$ cat config.mk
export PLATFORM = sky130hd
export DESIGN_NAME = rv_ex_top
export DESIGN_NICKNAME = d
export VERILOG_FILES = /design/src/source/rv_ex_pkg.sv /design/src/source/ex_req_if.sv /design/src/source/wb_if.sv /design/src/source/inst_queue.sv /design/src/source/regfile.sv /design/src/source/operand_fetch.sv /design/src/source/ex.sv /design/src/source/pipe_ctrl.sv /design/src/source/rv_ex_top.sv
export SDC_FILE = /design/constraint.sdc
export NUM_CORES = 2
export LEC_CHECK = 0
export BUFFER_PORTS_ARGS = -buffer_cell sky130_fd_sc_hd__buf_2
export CORE_ASPECT_RATIO = 0.9
export CORE_MARGIN = 2
export CORE_UTILIZATION = 45
export CTS_BUF_LIST = sky130_fd_sc_hd__clkbuf_8
export DETAILED_ROUTE_END_ITERATION = 10
export GPL_ROUTABILITY_DRIVEN = 0
export GPL_TIMING_DRIVEN = 1
export PLACE_DENSITY = 0.71
export SLEW_MARGIN = 20
export SYNTH_ARGS = -nofsm -noshare
export SYNTH_HDL_FRONTEND = slang
export SYNTH_SLANG_ARGS = --single-unit
$ cat constraint.sdc
create_clock -name clk_i -period 5.8 [get_ports clk_i]
set_input_delay 0.29 -clock clk_i [delete_from_list [all_inputs] [get_ports clk_i]]
set_output_delay 0.29 -clock clk_i [all_outputs]
set_load 0.05 [all_outputs]
$ cat src/source/rv_ex_pkg.sv
`default_nettype none

package rv_ex_pkg;

    // Width of every integer register and operand.
    localparam int XLEN = 32;

    // Number of architectural registers and the width of their index.
    localparam int REG_NUM = 32;
    localparam int REG_ADDR_W = 5;

    typedef logic [XLEN-1:0] reg_data_t;       // One register or operand word.
    typedef logic [REG_ADDR_W-1:0] reg_addr_t; // Register index, x0 to x31.

    // ALU operation selector. The issuer delivers it already decoded.
    typedef enum logic [3:0] {
        SEL_OR    = 4'd0,
        SEL_AND   = 4'd1,
        SEL_XOR   = 4'd2,
        SEL_ADD   = 4'd3,
        SEL_SLT   = 4'd4,  // Signed set-less-than.
        SEL_SLTU  = 4'd5,  // Unsigned set-less-than.
        SEL_SLL   = 4'd6,
        SEL_SRL   = 4'd7,
        SEL_SRA   = 4'd8,  // Arithmetic right shift.
        SEL_LUI   = 4'd9,  // Result is the upper immediate as given.
        SEL_AUIPC = 4'd10  // Result is pc plus the upper immediate.
    } alu_sel_t;

endpackage

`default_nettype wire

$ cat src/source/ex_req_if.sv
`timescale 1ns/100ps
`default_nettype none

// One instruction with its operands resolved, as it leaves operand fetch.
interface ex_req_if;

    logic                 valid;  // The register holds a live instruction.
    rv_ex_pkg::alu_sel_t  sel;    // ALU operation.
    rv_ex_pkg::reg_data_t opr1;   // Forwarded rs1, or pc for AUIPC.
    rv_ex_pkg::reg_data_t opr2;   // Forwarded rs2, or the immediate.
    rv_ex_pkg::reg_addr_t rd;     // Destination register.
    logic                 wreg;   // Instruction writes rd.

    // Operand fetch drives the request.
    modport fetch (
        output valid, sel, opr1, opr2, rd, wreg
    );

    // Execute consumes it.
    modport ex (
        input valid, sel, opr1, opr2, rd, wreg
    );

endinterface

`default_nettype wire

$ cat src/source/wb_if.sv
`timescale 1ns/100ps
`default_nettype none

// Writeback stage record. It is forwarded, written to the register file and
// streamed out as the result.
interface wb_if;

    logic                 valid;  // Writeback register holds a result.
    logic                 wreg;   // Result goes to rd.
    rv_ex_pkg::reg_addr_t rd;
    rv_ex_pkg::reg_data_t data;
    logic                 send;   // The record leaves this cycle.

    modport ex    (output valid, wreg, rd, data);
    modport fetch (input valid, wreg, rd, data);        // Second forwarding source.
    modport rf    (input send, wreg, rd, data);         // Register write on send.
    modport ctrl  (input valid, output send);
    modport top   (input send, rd, wreg, data);         // Result stream output.

endinterface

`default_nettype wire

$ cat src/source/inst_queue.sv
`timescale 1ns/100ps
`default_nettype none

module inst_queue #(
    parameter int QUEUE_DEPTH = 4
) (
    input  wire                   clk_i,
    input  wire                   rst_n_i,
    input  wire                   push_i,
    input  rv_ex_pkg::alu_sel_t   sel_i,
    input  rv_ex_pkg::reg_addr_t  rs1_i,
    input  rv_ex_pkg::reg_addr_t  rs2_i,
    input  rv_ex_pkg::reg_data_t  imm_i,
    input  wire                   use_imm_i,
    input  rv_ex_pkg::reg_data_t  pc_i,
    input  rv_ex_pkg::reg_addr_t  rd_i,
    input  wire                   wreg_i,
    input  wire                   pop_i,
    output rv_ex_pkg::alu_sel_t   head_sel_o,
    output rv_ex_pkg::reg_addr_t  head_rs1_o,
    output rv_ex_pkg::reg_addr_t  head_rs2_o,
    output rv_ex_pkg::reg_data_t  head_imm_o,
    output logic                  head_use_imm_o,
    output rv_ex_pkg::reg_data_t  head_pc_o,
    output rv_ex_pkg::reg_addr_t  head_rd_o,
    output logic                  head_wreg_o,
    output logic                  head_valid_o
);

    localparam int PTR_W = (QUEUE_DEPTH > 1) ? $clog2(QUEUE_DEPTH) : 1;
    localparam int CNT_W = $clog2(QUEUE_DEPTH + 1);

    // One storage array per field. The issuer never pushes into a full queue
    // since it holds exactly QUEUE_DEPTH credits.
    rv_ex_pkg::alu_sel_t  sel_q     [QUEUE_DEPTH];
    rv_ex_pkg::reg_addr_t rs1_q     [QUEUE_DEPTH];
    rv_ex_pkg::reg_addr_t rs2_q     [QUEUE_DEPTH];
    rv_ex_pkg::reg_data_t imm_q     [QUEUE_DEPTH];
    logic                 use_imm_q [QUEUE_DEPTH];
    rv_ex_pkg::reg_data_t pc_q      [QUEUE_DEPTH];
    rv_ex_pkg::reg_addr_t rd_q      [QUEUE_DEPTH];
    logic                 wreg_q    [QUEUE_DEPTH];

    logic [PTR_W-1:0] wr_ptr;  // Next free slot.
    logic [PTR_W-1:0] rd_ptr;  // Oldest entry.
    logic [CNT_W-1:0] count;   // Occupancy.

    always_ff @(posedge clk_i or negedge rst_n_i) begin
        if (!rst_n_i) begin
            wr_ptr <= '0;
            rd_ptr <= '0;
            count  <= '0;
        end else begin
            if (push_i) begin
                wr_ptr <= (wr_ptr == PTR_W'(QUEUE_DEPTH - 1)) ? '0 : wr_ptr + 1'b1;
            end
            if (pop_i) begin
                rd_ptr <= (rd_ptr == PTR_W'(QUEUE_DEPTH - 1)) ? '0 : rd_ptr + 1'b1;
            end
            case ({push_i, pop_i})
                2'b10:   count <= count + 1'b1;
                2'b01:   count <= count - 1'b1;
                default: count <= count;  // Both or neither leave it as is.
            endcase
        end
    end

    // Entry storage. A push writes every field at the write pointer.
    always_ff @(posedge clk_i) begin
        if (push_i) begin
            sel_q[wr_ptr]     <= sel_i;
            rs1_q[wr_ptr]     <= rs1_i;
            rs2_q[wr_ptr]     <= rs2_i;
            imm_q[wr_ptr]     <= imm_i;
            use_imm_q[wr_ptr] <= use_imm_i;
            pc_q[wr_ptr]      <= pc_i;
            rd_q[wr_ptr]      <= rd_i;
            wreg_q[wr_ptr]    <= wreg_i;
        end
    end

    assign head_sel_o     = sel_q[rd_ptr];
    assign head_rs1_o     = rs1_q[rd_ptr];
    assign head_rs2_o     = rs2_q[rd_ptr];
    assign head_imm_o     = imm_q[rd_ptr];
    assign head_use_imm_o = use_imm_q[rd_ptr];
    assign head_pc_o      = pc_q[rd_ptr];
    assign head_rd_o      = rd_q[rd_ptr];
    assign head_wreg_o    = wreg_q[rd_ptr];
    assign head_valid_o   = (count != '0);  // Head is meaningful only when not empty.

endmodule

`default_nettype wire

$ cat src/source/regfile.sv
`timescale 1ns/100ps
`default_nettype none

module regfile (
    input  wire                   clk_i,
    input  wire                   rst_n_i,
    input  rv_ex_pkg::reg_addr_t  raddr1_i,
    input  rv_ex_pkg::reg_addr_t  raddr2_i,
    output rv_ex_pkg::reg_data_t  rdata1_o,
    output rv_ex_pkg::reg_data_t  rdata2_o,
    wb_if.rf                      wb
);

    rv_ex_pkg::reg_data_t regs [rv_ex_pkg::REG_NUM];

    // Architectural state starts at zero.
    // A result is committed on the edge that ends its send cycle.
    always_ff @(posedge clk_i or negedge rst_n_i) begin
        if (!rst_n_i) begin
            for (int i = 0; i < rv_ex_pkg::REG_NUM; i++) begin
                regs[i] <= '0;
            end
        end else if (wb.send && wb.wreg && (wb.rd != '0)) begin
            regs[wb.rd] <= wb.data;  // x0 is never written.
        end
    end

    // Asynchronous reads. x0 is forced to zero here as well.
    assign rdata1_o = (raddr1_i == '0) ? '0 : regs[raddr1_i];
    assign rdata2_o = (raddr2_i == '0) ? '0 : regs[raddr2_i];

endmodule

`default_nettype wire

$ cat src/source/operand_fetch.sv
`timescale 1ns/100ps
`default_nettype none

module operand_fetch (
    input  wire                   clk_i,
    input  wire                   rst_n_i,
    input  wire                   hold_i,
    input  wire                   pop_i,
    input  rv_ex_pkg::alu_sel_t   head_sel_i,
    input  rv_ex_pkg::reg_addr_t  head_rs1_i,
    input  rv_ex_pkg::reg_addr_t  head_rs2_i,
    input  rv_ex_pkg::reg_data_t  head_imm_i,
    input  wire                   head_use_imm_i,
    input  rv_ex_pkg::reg_data_t  head_pc_i,
    input  rv_ex_pkg::reg_addr_t  head_rd_i,
    input  wire                   head_wreg_i,
    input  wire                   head_valid_i,
    output rv_ex_pkg::reg_addr_t  raddr1_o,
    output rv_ex_pkg::reg_addr_t  raddr2_o,
    input  rv_ex_pkg::reg_data_t  rdata1_i,
    input  rv_ex_pkg::reg_data_t  rdata2_i,
    input  wire                   fwd_we_i,
    input  rv_ex_pkg::reg_addr_t  fwd_rd_i,
    input  rv_ex_pkg::reg_data_t  fwd_data_i,
    wb_if.fetch                   wb,
    ex_req_if.fetch               req
);

    logic                 wb_we;   // Writeback stage holds a register result.
    logic                 ex_hit1, ex_hit2;
    logic                 wb_hit1, wb_hit2;
    rv_ex_pkg::reg_data_t src1, src2;

    // The queue head addresses the register file directly.
    assign raddr1_o = head_rs1_i;
    assign raddr2_o = head_rs2_i;

    assign wb_we = wb.valid && wb.wreg;

    // A match on x0 never counts, so x0 always resolves to zero.
    assign ex_hit1 = fwd_we_i && (fwd_rd_i == head_rs1_i) && (head_rs1_i != '0);
    assign ex_hit2 = fwd_we_i && (fwd_rd_i == head_rs2_i) && (head_rs2_i != '0);
    assign wb_hit1 = wb_we && (wb.rd == head_rs1_i) && (head_rs1_i != '0);
    assign wb_hit2 = wb_we && (wb.rd == head_rs2_i) && (head_rs2_i != '0);

    // The execute stage is younger than writeback and wins.
    assign src1 = ex_hit1 ? fwd_data_i : (wb_hit1 ? wb.data : rdata1_i);
    assign src2 = ex_hit2 ? fwd_data_i : (wb_hit2 ? wb.data : rdata2_i);

    always_ff @(posedge clk_i or negedge rst_n_i) begin
        if (!rst_n_i) begin
            req.valid <= 1'b0;
            req.wreg  <= 1'b0;
        end else if (!hold_i) begin
            req.valid <= pop_i && head_valid_i;  // A bubble when nothing is popped.
            req.wreg  <= pop_i && head_wreg_i;
        end
    end

    // Operands are captured only when the head is taken. A pop never comes
    // with hold, so a held register keeps its old contents.
    always_ff @(posedge clk_i) begin
        if (pop_i) begin
            req.sel  <= head_sel_i;
            req.opr1 <= (head_sel_i == rv_ex_pkg::SEL_AUIPC) ? head_pc_i : src1;
            req.opr2 <= head_use_imm_i ? head_imm_i : src2;
            req.rd   <= head_rd_i;
        end
    end

endmodule

`default_nettype wire

$ cat src/source/ex.sv
`timescale 1ns/100ps
`default_nettype none

module ex (
    input  wire                   clk_i,
    input  wire                   rst_n_i,
    input  wire                   hold_i,
    ex_req_if.ex                  req,
    output logic                  fwd_we_o,
    output rv_ex_pkg::reg_addr_t  fwd_rd_o,
    output rv_ex_pkg::reg_data_t  fwd_data_o,
    wb_if.ex                      wb
);

    rv_ex_pkg::reg_data_t logicout;  // ALU result for the current request.
    logic [4:0]           shamt;

    assign shamt = req.opr2[4:0];  // Only the low five bits shift.

    always_comb begin
        case (req.sel)
            rv_ex_pkg::SEL_OR: begin
                logicout = req.opr1 | req.opr2;
            end
            rv_ex_pkg::SEL_AND: begin
                logicout = req.opr1 & req.opr2;
            end
            rv_ex_pkg::SEL_XOR: begin
                logicout = req.opr1 ^ req.opr2;
            end
            rv_ex_pkg::SEL_ADD: begin
                logicout = req.opr1 + req.opr2;
            end
            rv_ex_pkg::SEL_SLT: begin
                // Result is a single flag bit, zero extended.
                logicout = ($signed(req.opr1) < $signed(req.opr2)) ?
                           rv_ex_pkg::reg_data_t'(1) : '0;
            end
            rv_ex_pkg::SEL_SLTU: begin
                logicout = (req.opr1 < req.opr2) ? rv_ex_pkg::reg_data_t'(1) : '0;
            end
            rv_ex_pkg::SEL_SLL: begin
                logicout = req.opr1 << shamt;
            end
            rv_ex_pkg::SEL_SRL: begin
                logicout = req.opr1 >> shamt;  // Fills with zeros.
            end
            rv_ex_pkg::SEL_SRA: begin
                logicout = rv_ex_pkg::reg_data_t'($signed(req.opr1) >>> shamt);
            end
            rv_ex_pkg::SEL_LUI: begin
                logicout = req.opr2;  // The immediate already sits in the upper bits.
            end
            rv_ex_pkg::SEL_AUIPC: begin
                logicout = req.opr1 + req.opr2;  // opr1 carries the pc here.
            end
            default: begin
                logicout = '0;
            end
        endcase
    end

    // Execute-stage forward straight from the ALU.
    assign fwd_we_o   = req.valid && req.wreg;
    assign fwd_rd_o   = req.rd;
    assign fwd_data_o = logicout;

    always_ff @(posedge clk_i or negedge rst_n_i) begin
        if (!rst_n_i) begin
            wb.valid <= 1'b0;
            wb.wreg  <= 1'b0;
        end else if (!hold_i) begin
            wb.valid <= req.valid;  // An empty request empties the stage.
            wb.wreg  <= req.wreg;
        end
    end

    always_ff @(posedge clk_i) begin
        if (!hold_i) begin
            wb.rd   <= req.rd;
            wb.data <= logicout;
        end
    end

endmodule

`default_nettype wire

$ cat src/source/pipe_ctrl.sv
`timescale 1ns/100ps
`default_nettype none

module pipe_ctrl #(
    parameter int CREDIT_MAX = 4
) (
    input  wire   clk_i,
    input  wire   rst_n_i,
    input  wire   head_valid_i,
    input  wire   res_credit_i,
    wb_if.ctrl    wb,
    output logic  hold_o,
    output logic  pop_o,
    output logic  issue_credit_o
);

    localparam int CNT_W = $clog2(CREDIT_MAX + 1);

    logic [CNT_W-1:0] credits;      // Free slots in the consumer.
    logic             has_credit;

    assign has_credit = (credits != '0);

    // A valid result either leaves now or stalls the whole pipe.
    assign wb.send = wb.valid && has_credit;
    assign hold_o  = wb.valid && !has_credit;

    // Take the queue head whenever the pipe moves.
    assign pop_o = head_valid_i && !hold_o;

    always_ff @(posedge clk_i or negedge rst_n_i) begin
        if (!rst_n_i) begin
            credits <= CNT_W'(CREDIT_MAX);
        end else begin
            // A returned credit may coincide with a send.
            case ({wb.send, res_credit_i})
                2'b10:   credits <= credits - 1'b1;
                2'b01:   credits <= credits + 1'b1;
                default: credits <= credits;
            endcase
        end
    end

    // Each popped entry frees one slot, so one credit goes back to the issuer.
    always_ff @(posedge clk_i or negedge rst_n_i) begin
        if (!rst_n_i) begin
            issue_credit_o <= 1'b0;
        end else begin
            issue_credit_o <= pop_o;
        end
    end

endmodule

`default_nettype wire

$ cat src/source/rv_ex_top.sv
`timescale 1ns/100ps
`default_nettype none

module rv_ex_top #(
    parameter int QUEUE_DEPTH = 4,  // Also the issuer's starting credit count.
    parameter int CREDIT_MAX  = 4   // Size of the consumer's result buffer.
) (
    input  wire                   clk_i,
    input  wire                   rst_n_i,
    input  wire                   issue_valid_i,
    input  rv_ex_pkg::alu_sel_t   issue_sel_i,
    input  rv_ex_pkg::reg_addr_t  issue_rs1_i,
    input  rv_ex_pkg::reg_addr_t  issue_rs2_i,
    input  rv_ex_pkg::reg_data_t  issue_imm_i,
    input  wire                   issue_use_imm_i,
    input  rv_ex_pkg::reg_data_t  issue_pc_i,
    input  rv_ex_pkg::reg_addr_t  issue_rd_i,
    input  wire                   issue_wreg_i,
    output logic                  issue_credit_o,
    output logic                  res_valid_o,
    output rv_ex_pkg::reg_addr_t  res_rd_o,
    output logic                  res_wreg_o,
    output rv_ex_pkg::reg_data_t  res_data_o,
    input  wire                   res_credit_i
);

    rv_ex_pkg::alu_sel_t  head_sel;
    rv_ex_pkg::reg_addr_t head_rs1, head_rs2, head_rd;
    rv_ex_pkg::reg_data_t head_imm, head_pc;
    logic                 head_use_imm, head_wreg, head_valid;
    rv_ex_pkg::reg_addr_t raddr1, raddr2;
    rv_ex_pkg::reg_data_t rdata1, rdata2;
    logic                 fwd_we;
    rv_ex_pkg::reg_addr_t fwd_rd;
    rv_ex_pkg::reg_data_t fwd_data;
    logic                 hold, pop;

    ex_req_if req_bus ();
    wb_if     wb_bus ();

    inst_queue #(.QUEUE_DEPTH(QUEUE_DEPTH)) inst_queue_i (
        .clk_i(clk_i), .rst_n_i(rst_n_i), .push_i(issue_valid_i),
        .sel_i(issue_sel_i), .rs1_i(issue_rs1_i), .rs2_i(issue_rs2_i),
        .imm_i(issue_imm_i), .use_imm_i(issue_use_imm_i), .pc_i(issue_pc_i),
        .rd_i(issue_rd_i), .wreg_i(issue_wreg_i), .pop_i(pop),
        .head_sel_o(head_sel), .head_rs1_o(head_rs1), .head_rs2_o(head_rs2),
        .head_imm_o(head_imm), .head_use_imm_o(head_use_imm), .head_pc_o(head_pc),
        .head_rd_o(head_rd), .head_wreg_o(head_wreg), .head_valid_o(head_valid)
    );

    regfile regfile_i (
        .clk_i(clk_i), .rst_n_i(rst_n_i), .raddr1_i(raddr1), .raddr2_i(raddr2),
        .rdata1_o(rdata1), .rdata2_o(rdata2), .wb(wb_bus.rf)
    );

    operand_fetch operand_fetch_i (
        .clk_i(clk_i), .rst_n_i(rst_n_i), .hold_i(hold), .pop_i(pop),
        .head_sel_i(head_sel), .head_rs1_i(head_rs1), .head_rs2_i(head_rs2),
        .head_imm_i(head_imm), .head_use_imm_i(head_use_imm), .head_pc_i(head_pc),
        .head_rd_i(head_rd), .head_wreg_i(head_wreg), .head_valid_i(head_valid),
        .raddr1_o(raddr1), .raddr2_o(raddr2), .rdata1_i(rdata1), .rdata2_i(rdata2),
        .fwd_we_i(fwd_we), .fwd_rd_i(fwd_rd), .fwd_data_i(fwd_data),
        .wb(wb_bus.fetch), .req(req_bus.fetch)
    );

    ex ex_i (
        .clk_i(clk_i), .rst_n_i(rst_n_i), .hold_i(hold), .req(req_bus.ex),
        .fwd_we_o(fwd_we), .fwd_rd_o(fwd_rd), .fwd_data_o(fwd_data), .wb(wb_bus.ex)
    );

    pipe_ctrl #(.CREDIT_MAX(CREDIT_MAX)) pipe_ctrl_i (
        .clk_i(clk_i), .rst_n_i(rst_n_i), .head_valid_i(head_valid),
        .res_credit_i(res_credit_i), .wb(wb_bus.ctrl), .hold_o(hold), .pop_o(pop),
        .issue_credit_o(issue_credit_o)
    );

    // The result record is the writeback register, valid while it is sent.
    assign res_valid_o = wb_bus.send;
    assign res_rd_o    = wb_bus.rd;
    assign res_wreg_o  = wb_bus.wreg;
    assign res_data_o  = wb_bus.data;

endmodule

`default_nettype wire

# Word-level counts from Yosys, hierarchy flattened
# Memories as Yosys holds them, arrays and structs flattened. A register that Yosys moved wholly into a read port is not among the register bits.
# Cells that the tools add are included.
[totals] ff_bits=1144 word_cells=154 latchBits=0 romBits=0 inputBits=89 mem_count=8 ramBits=340
[memory_table] name="inst_queue_i.imm_q" words=4 width=32 read_ports=1 rd_clocked_by_memory_dff=0 write_ports=1 line="inst_queue.sv:38" source="rv_ex_pkg::reg_data_t imm_q [QUEUE_DEPTH];"
[memory_table] name="inst_queue_i.pc_q" words=4 width=32 read_ports=1 rd_clocked_by_memory_dff=0 write_ports=1 line="inst_queue.sv:40" source="rv_ex_pkg::reg_data_t pc_q [QUEUE_DEPTH];"
[memory_table] name="inst_queue_i.rd_q" words=4 width=5 read_ports=1 rd_clocked_by_memory_dff=1 write_ports=1 line="inst_queue.sv:41" source="rv_ex_pkg::reg_addr_t rd_q [QUEUE_DEPTH];"
[memory_table] name="inst_queue_i.rs1_q" words=4 width=5 read_ports=1 rd_clocked_by_memory_dff=0 write_ports=1 line="inst_queue.sv:36" source="rv_ex_pkg::reg_addr_t rs1_q [QUEUE_DEPTH];"
[memory_table] name="inst_queue_i.rs2_q" words=4 width=5 read_ports=1 rd_clocked_by_memory_dff=0 write_ports=1 line="inst_queue.sv:37" source="rv_ex_pkg::reg_addr_t rs2_q [QUEUE_DEPTH];"
[memory_table] name="inst_queue_i.sel_q" words=4 width=4 read_ports=1 rd_clocked_by_memory_dff=0 write_ports=1 line="inst_queue.sv:35" source="rv_ex_pkg::alu_sel_t sel_q [QUEUE_DEPTH];"
[memory_table] name="2 more memories"
[op_classes] order_cmp=6 shift=3 n_addsub=7 n_mux=26 mul=0 eq_ne=21 reduce_logical=31 bitwise_logic=6 div=0
[op_table] op="1024-bit bitwise mux" n=1
[op_table] op="32-bit 2-to-1 mux" n=13
[op_table] op="32-bit binary-select mux with 5-bit select" n=2
[op_table] op="32-bit case mux with 10 select lines" n=1
[op_table] op="32-bit demux with 5-bit select" n=1
[op_table] op="32-bit less-than comparator" n=2
[op_table] op="32-bit adder" n=1
[op_table] op="32-bit AND" n=1
[op_table] op="32-bit OR" n=1
[op_table] op="32-bit by 5-bit << shifter with 32-bit output" n=1
[op_table] op="32-bit by 5-bit right shift with 32-bit output" n=1
[op_table] op="32-bit by 5-bit >>> shifter with 32-bit output" n=1
[op_table] op="32-bit XOR" n=1
[op_table] op="5-bit == test" n=4
[op_table] op="6-bit >= comparator, second input constant" n=3
[op_table] op="1-bit logical AND" n=18
[op_table] op="5-bit inverter with 6-bit output" n=3
[op_table] op="4-bit by 3-bit == test with 1-bit output, second input constant" n=4
[op_table] op="4-bit == test, second input constant" n=4
[op_table] op="5-bit nonzero test" n=3
[op_table] op="3-bit case mux with 2 select lines" n=2
[op_table] op="5-bit zero test" n=2
[op_table] op="2-bit == test, second input constant" n=4
[op_table] op="4-bit by 2-bit == test with 1-bit output, second input constant" n=2
[op_table] op="13 further kinds" n=24

# Logic depth before layout (Yosys ltp)
# An unclocked memory read counts as a cell.
[depth] word_depth=9 ltp_mapped=14

# Modules after synthesis
# Synthesis repeated with hierarchy kept, for this count alone.
[unflattened] cells_unflattened=5819 hier_area_um2=81933.6
[by_module_without_submodules] module="regfile" cells_each=3667 instances=1 seq_area_each_um2=25624.6 area_per_inst_um2=54528.5
[by_module_without_submodules] module="inst_queue" cells_each=483 instances=1 seq_area_each_um2=10385.0 area_per_inst_um2=12700.9
[by_module_without_submodules] module="ex" cells_each=1183 instances=1 seq_area_each_um2=1161.1 area_per_inst_um2=9296.4
[by_module_without_submodules] module="operand_fetch" cells_each=469 instances=1 seq_area_each_um2=2242.2 area_per_inst_um2=5193.7
[by_module_without_submodules] module="pipe_ctrl" cells_each=17 instances=1 seq_area_each_um2=101.3 area_per_inst_um2=214.0

# Worst setup path after synthesis
# No wires, ideal clock.
[synth_timing] kind="reg2reg" start="register pipe_ctrl_i.credits[2]" end="register inst_queue_i.count[2]" arrival_ps=4811 path_slack_ps=910 setup_ps=79 stages_incl_launch_ff=10 path_cell_list="dfstp_2 nor3_1 nand2_1 o31a_1 ha_1 inv_1 fa_1 xor2_1 nor2_1 xor2_1"
[synth_between] elab_chain_len=7
[synth_rtl] item="from (decl)" line="pipe_ctrl.sv:19" source="logic [CNT_W-1:0] credits;"
[synth_rtl] item="from (signal assigned)" line="pipe_ctrl.sv:33" source="credits <= CNT_W'(CREDIT_MAX);"
[synth_rtl] item="from (signal assigned)" line="pipe_ctrl.sv:37" source="2'b10: credits <= credits - 1'b1;"
[synth_rtl] item="from (signal assigned)" line="pipe_ctrl.sv:38" source="2'b01: credits <= credits + 1'b1;"
[synth_rtl] item="3-bit nonzero test *" line="pipe_ctrl.sv:22" source="assign has_credit = (credits != '0);"
[synth_rtl] item="1-bit zero test *" line="pipe_ctrl.sv:26" source="assign hold_o = wb.valid && !has_credit;"
[synth_rtl] item="1-bit logical AND *" line="pipe_ctrl.sv:26"
[synth_rtl] item="1-bit zero test *" line="pipe_ctrl.sv:29" source="assign pop_o = head_valid_i && !hold_o;"
[synth_rtl] item="1-bit logical AND *" line="pipe_ctrl.sv:29"
[synth_rtl] item="via inst_queue_i.pop_i" line="inst_queue.sv:18" source="input wire pop_i,"
[synth_rtl] item="2-bit by 1-bit == test with 1-bit output or 2-bit == test (tied branches)" line="inst_queue.sv:60" source="case ({push_i, pop_i})"
[synth_rtl] item="3-bit case mux with 2 select lines or 2-bit nonzero test (tied branches)"
[synth_rtl] item="to (signal assigned)" line="inst_queue.sv:61" source="2'b10: count <= count + 1'b1;"
[synth_rtl] item="to (signal assigned)" line="inst_queue.sv:62" source="2'b01: count <= count - 1'b1;"
[synth_rtl] item="to (signal assigned)" line="inst_queue.sv:63" source="default: count <= count;"
[synth_rtl] item="to (decl)" line="inst_queue.sv:46" source="logic [CNT_W-1:0] count;"
# The timed path passes the listed nets; every way through them passes the cells marked *.
# A chain may end at the register's enable or synchronous reset.

# Worst setup path after layout
[layout_timing] start="register operand_fetch_i.req.opr2[2]" end="register operand_fetch_i.req.opr2[27] (data pin)"
[layout_between] elab_chain_len=4
[layout_rtl] item="from (decl)" line="ex_req_if.sv:16" source="output valid, sel, opr1, opr2, rd, wreg"
[layout_rtl] item="from (signal assigned)" line="operand_fetch.sv:66" source="req.opr2 <= head_use_imm_i ? head_imm_i : src2;"
[layout_rtl] item="32-bit adder (tied with other cells)" line="ex.sv:32, ex.sv:55"
[layout_rtl] item="32-bit case mux with 10 select lines *" line="ex.sv:21" source="case (req.sel)"
[layout_rtl] item="32-bit 2-to-1 mux *" line="operand_fetch.sv:48" source="assign src2 = ex_hit2 ? fwd_data_i : (wb_hit2 ? wb.data : rdata2_i);"
[layout_rtl] item="32-bit 2-to-1 mux *" line="operand_fetch.sv:66"
# Mark *: on every way between the ends. The rest lies on a longest branch, timed or not.

==> results.md <==
* Max Root-Sink Buffers at 3
* Grt total ovfl at 0
* Worst slew margin at 20.4%
* Period utilization at about four fifths
* Area Overhead vs Synth at 11.1%
* XOR/XNOR Fraction of Synth Area at less than 1%
* VDD IR-drop max at 0.537 mV
* TritonCTS Sinks at between 1000 and 1500
* Startpoint types: flop
* Global Route Usage Sum at 28.4%
* Max-cap violations at 0
* Worst Hold Depth at 2
* I/O pin cnt at 129
* Routed len/inst at ~30 um
* Initial antenna violation count at 8
* Die Wd at roughly 450 um
* DP Worst Slack at approximately 1.3 ns
* Die H at between 400 and 500 um
* CTS tree: done
* Number of synthesized flops with an enable pin at 450
* Yosys cell types at 83
* Final hold viol count at 0
* Worst-Skew Late Latency at slightly above 1 ns
* DRC viols at 0
* Worst setup margin at ~1.1 ns
* # setup viols final at 0
* Post-Syn Nets at 6160
* Period minus WS final at between 4 and 5 ns
* Vias per cell at about 6.7
* Fraction of layout cells with a size suffix above 1 at 36.6%
* PD cells at 609 nW/um^2
* Final Max Slew Viols at 0
* Compound-cell area share of the yosys netlist at ~8.4%
* Area of the multi-input gates at between 30000 and 40000 um^2
* Post-synth ARST share at 69.8%
* Synth Cell Area at roughly 80000 um^2
* Initial Utilization at between 40% and 50%
* RSZ-0062 raised after global routing: no
* H-tree Lvls at 4
* Worst-margin pin slew at between 1 and 1.5 ns
* Final nets at a little over 6000
* TritonRoute pass-1 iters at 9
* CP arrival at between 5 and 6 ns
* TritonCTS Buffers at 225
* Vias in the first global route at between 50000 and 60000
* Die ar. at approximately 180000 um^2
* Via count at 57335
* Largest net degree at the start of global routing at ~170
* Cells after Synth at 5964
* Worst R2R Path Depth at 10
* Ys Warns at 0
* Worst Setup End Kind: flop
* Post-synthesis adder-cell area fraction at roughly 1.7%
* Synth top area cells: dfrtp_1 33%, edfxtp_1 17%, mux4_2 15%, mux2_2 15%, nand2_1 2.5%
* Crit Path Category: reg2reg
* Routed WL at approximately 260000 um
* Worst EP required at between 6 and 7 ns
* Yosys reg bits at approximately 1500
* Status: finished, final reports clean
* Fmax achieved at approximately 0.21 GHz
* Placed Instance Area at 82700 um^2
* Hold Slack at ~0.074 ns
* Final instance area at about 90000 um^2
* Static Leak at roughly 37 nW
* 1st-iter DRT viols at 8536
* Largest family of logic cells by synthesized area: multiplexers
* Seq/Total Area, Yosys at 49.6%
* Fillcell total at roughly 15000
* Worst Hold Class: in2reg
* Post-synth top area share at roughly a third
* Post-synthesis simple-gate area fraction at approximately 5.7%
* Clock transition at the registers of the reported paths at 0.06 ns
* Main synth FF type: dfrtp_1
* Reg area at just under 40000 um^2
* Setup_tns at 0 ns
* Post-synth top area cell: dfrtp_1
* Clock skew at 0.0736 ns
* Post-synthesis mux area share at 30.6%
* PortBufs at about 130
* First-pass GRT wire length at 380000 um
* Core Region at about 180000 um^2
* Post-route ant nets at 0
* Syn_area_per_cell at 13.4 um^2
* Critical path peak fanout at 73
* HPWL Detailed at 159000 um
* Clock root cell: clkbuf_8
* Row count at roughly 150
[report_power, final]
| group | switching, W | internal [W] | total [W] |
|---|---|---|---|
| logic | 0.0164 | 0.0107 | 0.0271 |
| registers | 0.00309 | 0.0146 | 0.0177 |
| clock network | 0.00436 | 0.00471 | 0.00907 |
| total | 0.0239 | 0.0301 | 0.0540 |
[layout make-up]
type / count / area share, %
inverters: 112 / 0.475
clock buffers: 273 / 4.24
repair buffers: 398 / 3.68
multi-input cells: 3779 / 42.6
flip-flops and latches: 1489 / 44.6
diodes: 2 / 0.00565
clock inverters: 144 / 1.05
well taps: 2368 / 3.35
[per-layer routing]
layer	track usage (%)	vias to the layer above	wire, um
met5	0	-	54
met4	17.0	10	17600
met2	40.5	3911	112000
met1	38.6	29546	98600
li1	-	22979	-
met3	7.79	889	30700
[worst paths after layout]
| check | from | end | slack, ns |
|---|---|---|---|
| worst max-delay path | operand_fetch_i.req.opr2[2] | operand_fetch_i.req.opr2[27] | 1.08 |
| worst min-delay path | issue_rs2_i[0] | inst_queue_i.rs2_q[1][0] | 0.07 |
| worst max register to register | operand_fetch_i.req.opr2[2] | operand_fetch_i.req.opr2[27] | 1.08 |
| worst min register to register | regfile_i.regs[1016] | regfile_i.regs[1016] | 0.40 |
| max in group asynchronous | rst_n_i | inst_queue_i.rd_ptr[1] | 4.02 |
| min in group asynchronous | rst_n_i | regfile_i.regs[847] | 0.45 |
[layout by cell type (no fill, tap or decap), types with 20 or more instances in the layout]
master,count
and3_1,37
dfrtp_1,1036
mux4_2,536
nand2_1,521
a22oi_1,247
o21ai_0,81
a31oi_1,65
buf_4,133
nand3_1,89
clkinv_1,26
mux2_2,1031
nor2_1,170
dlygate4sd3_1,112
ha_1,104
clkbuf_8,273
buf_12,21
clkinv_2,20
nor3_1,31
inv_1,184
buf_2,127
o22ai_1,22
a221oi_1,50
o211ai_1,29
a21oi_1,225
a211oi_1,51
nor2b_1,29
xnor2_1,36
mux2i_1,58
edfxtp_1,450
nand4_1,22
[cell usage after synthesis (14+ instances only)]
cell and n:
clkbuf_1 388, nand2b_1 15, mux2i_1 58, dfrtp_1 1038
and3_1 37, a211oi_1 51, edfxtp_1 450, o211ai_1 29
ha_1 104, nor2_1 186, mux4_2 540, a32oi_1 15
a22oi_1 247, a311oi_1 15, xnor2_1 36, o22ai_1 22
nand2_1 535, nand4_1 22, a21oi_1 225, nor3_1 35
a21o_1 18, o2111ai_1 14, buf_2 113, nand3_1 94
inv_1 109, nor2b_1 30, o21ai_0 81, o221a_2 17
buf_1 75, mux2_2 1031, a31oi_1 65, a221oi_1 50
[sequential cells by signal, summed over array words and instances (netlist names), 2 cells and up]
| register | flops |
|---|---|
| regfile_i.regs | 1024 |
| inst_queue_i.imm_q | 128 |
| inst_queue_i.pc_q | 128 |
| ex_i.wb.data | 32 |
| operand_fetch_i.req.opr1 | 32 |
| operand_fetch_i.req.opr2 | 32 |
| inst_queue_i.rd_q | 20 |
| inst_queue_i.rs1_q | 20 |
| inst_queue_i.rs2_q | 20 |
| inst_queue_i.sel_q | 16 |
| ex_i.wb.rd | 5 |
| operand_fetch_i.req.rd | 5 |
| inst_queue_i.use_imm_q | 4 |
| inst_queue_i.wreg_q | 4 |
| operand_fetch_i.req.sel | 4 |
| inst_queue_i.count | 3 |
| pipe_ctrl_i.credits | 3 |
| inst_queue_i.rd_ptr | 2 |
| inst_queue_i.wr_ptr | 2 |
[stage by stage]
stage	cells	util, %	power (W)
after floorplan	5964	-	0.0349
after global placement	8030	47.0	0.0433
after detailed placement	8032	47.0	0.0440
after CTS	8562	50.3	0.0531
after global routing	8565	50.3	0.0559
final	8565	50.3	0.0540
[critical path, cell delays in order, from the launching register on]
cell and delay [ns]:
edfxtp_1 0.50, buf_4 0.72, ha_1 0.40, o211ai_1 0.12, o21ai_1 0.29, o21ai_0 0.22
o21ai_1 0.54, a31oi_1 0.41, o41ai_1 0.78, o21ai_0 0.35, o21ai_1 0.19
[cell families (layout without fill, tap and decap cells)]
family / count (synthesis) / after routing
adder cells (fa/ha/maj): 107 / 107
AO/OA/AOI/OAI: 972 / 972
flip-flops: 1489 / 1489
buffers and inverters: 696 / 927
XOR/XNOR: 45 / 45
other: 0 / 2
multiplexers: 1629 / 1629
AND/OR/NAND/NOR: 1026 / 1026
[repair_timing]
action,in CTS,in global routing
endpoints found under the hold margin,742,0
hold buffers,113,0
gates resized for setup,0,0
endpoints found under the setup margin,0,0
setup buffers,0,0
(Power assumes the default switching activity.)
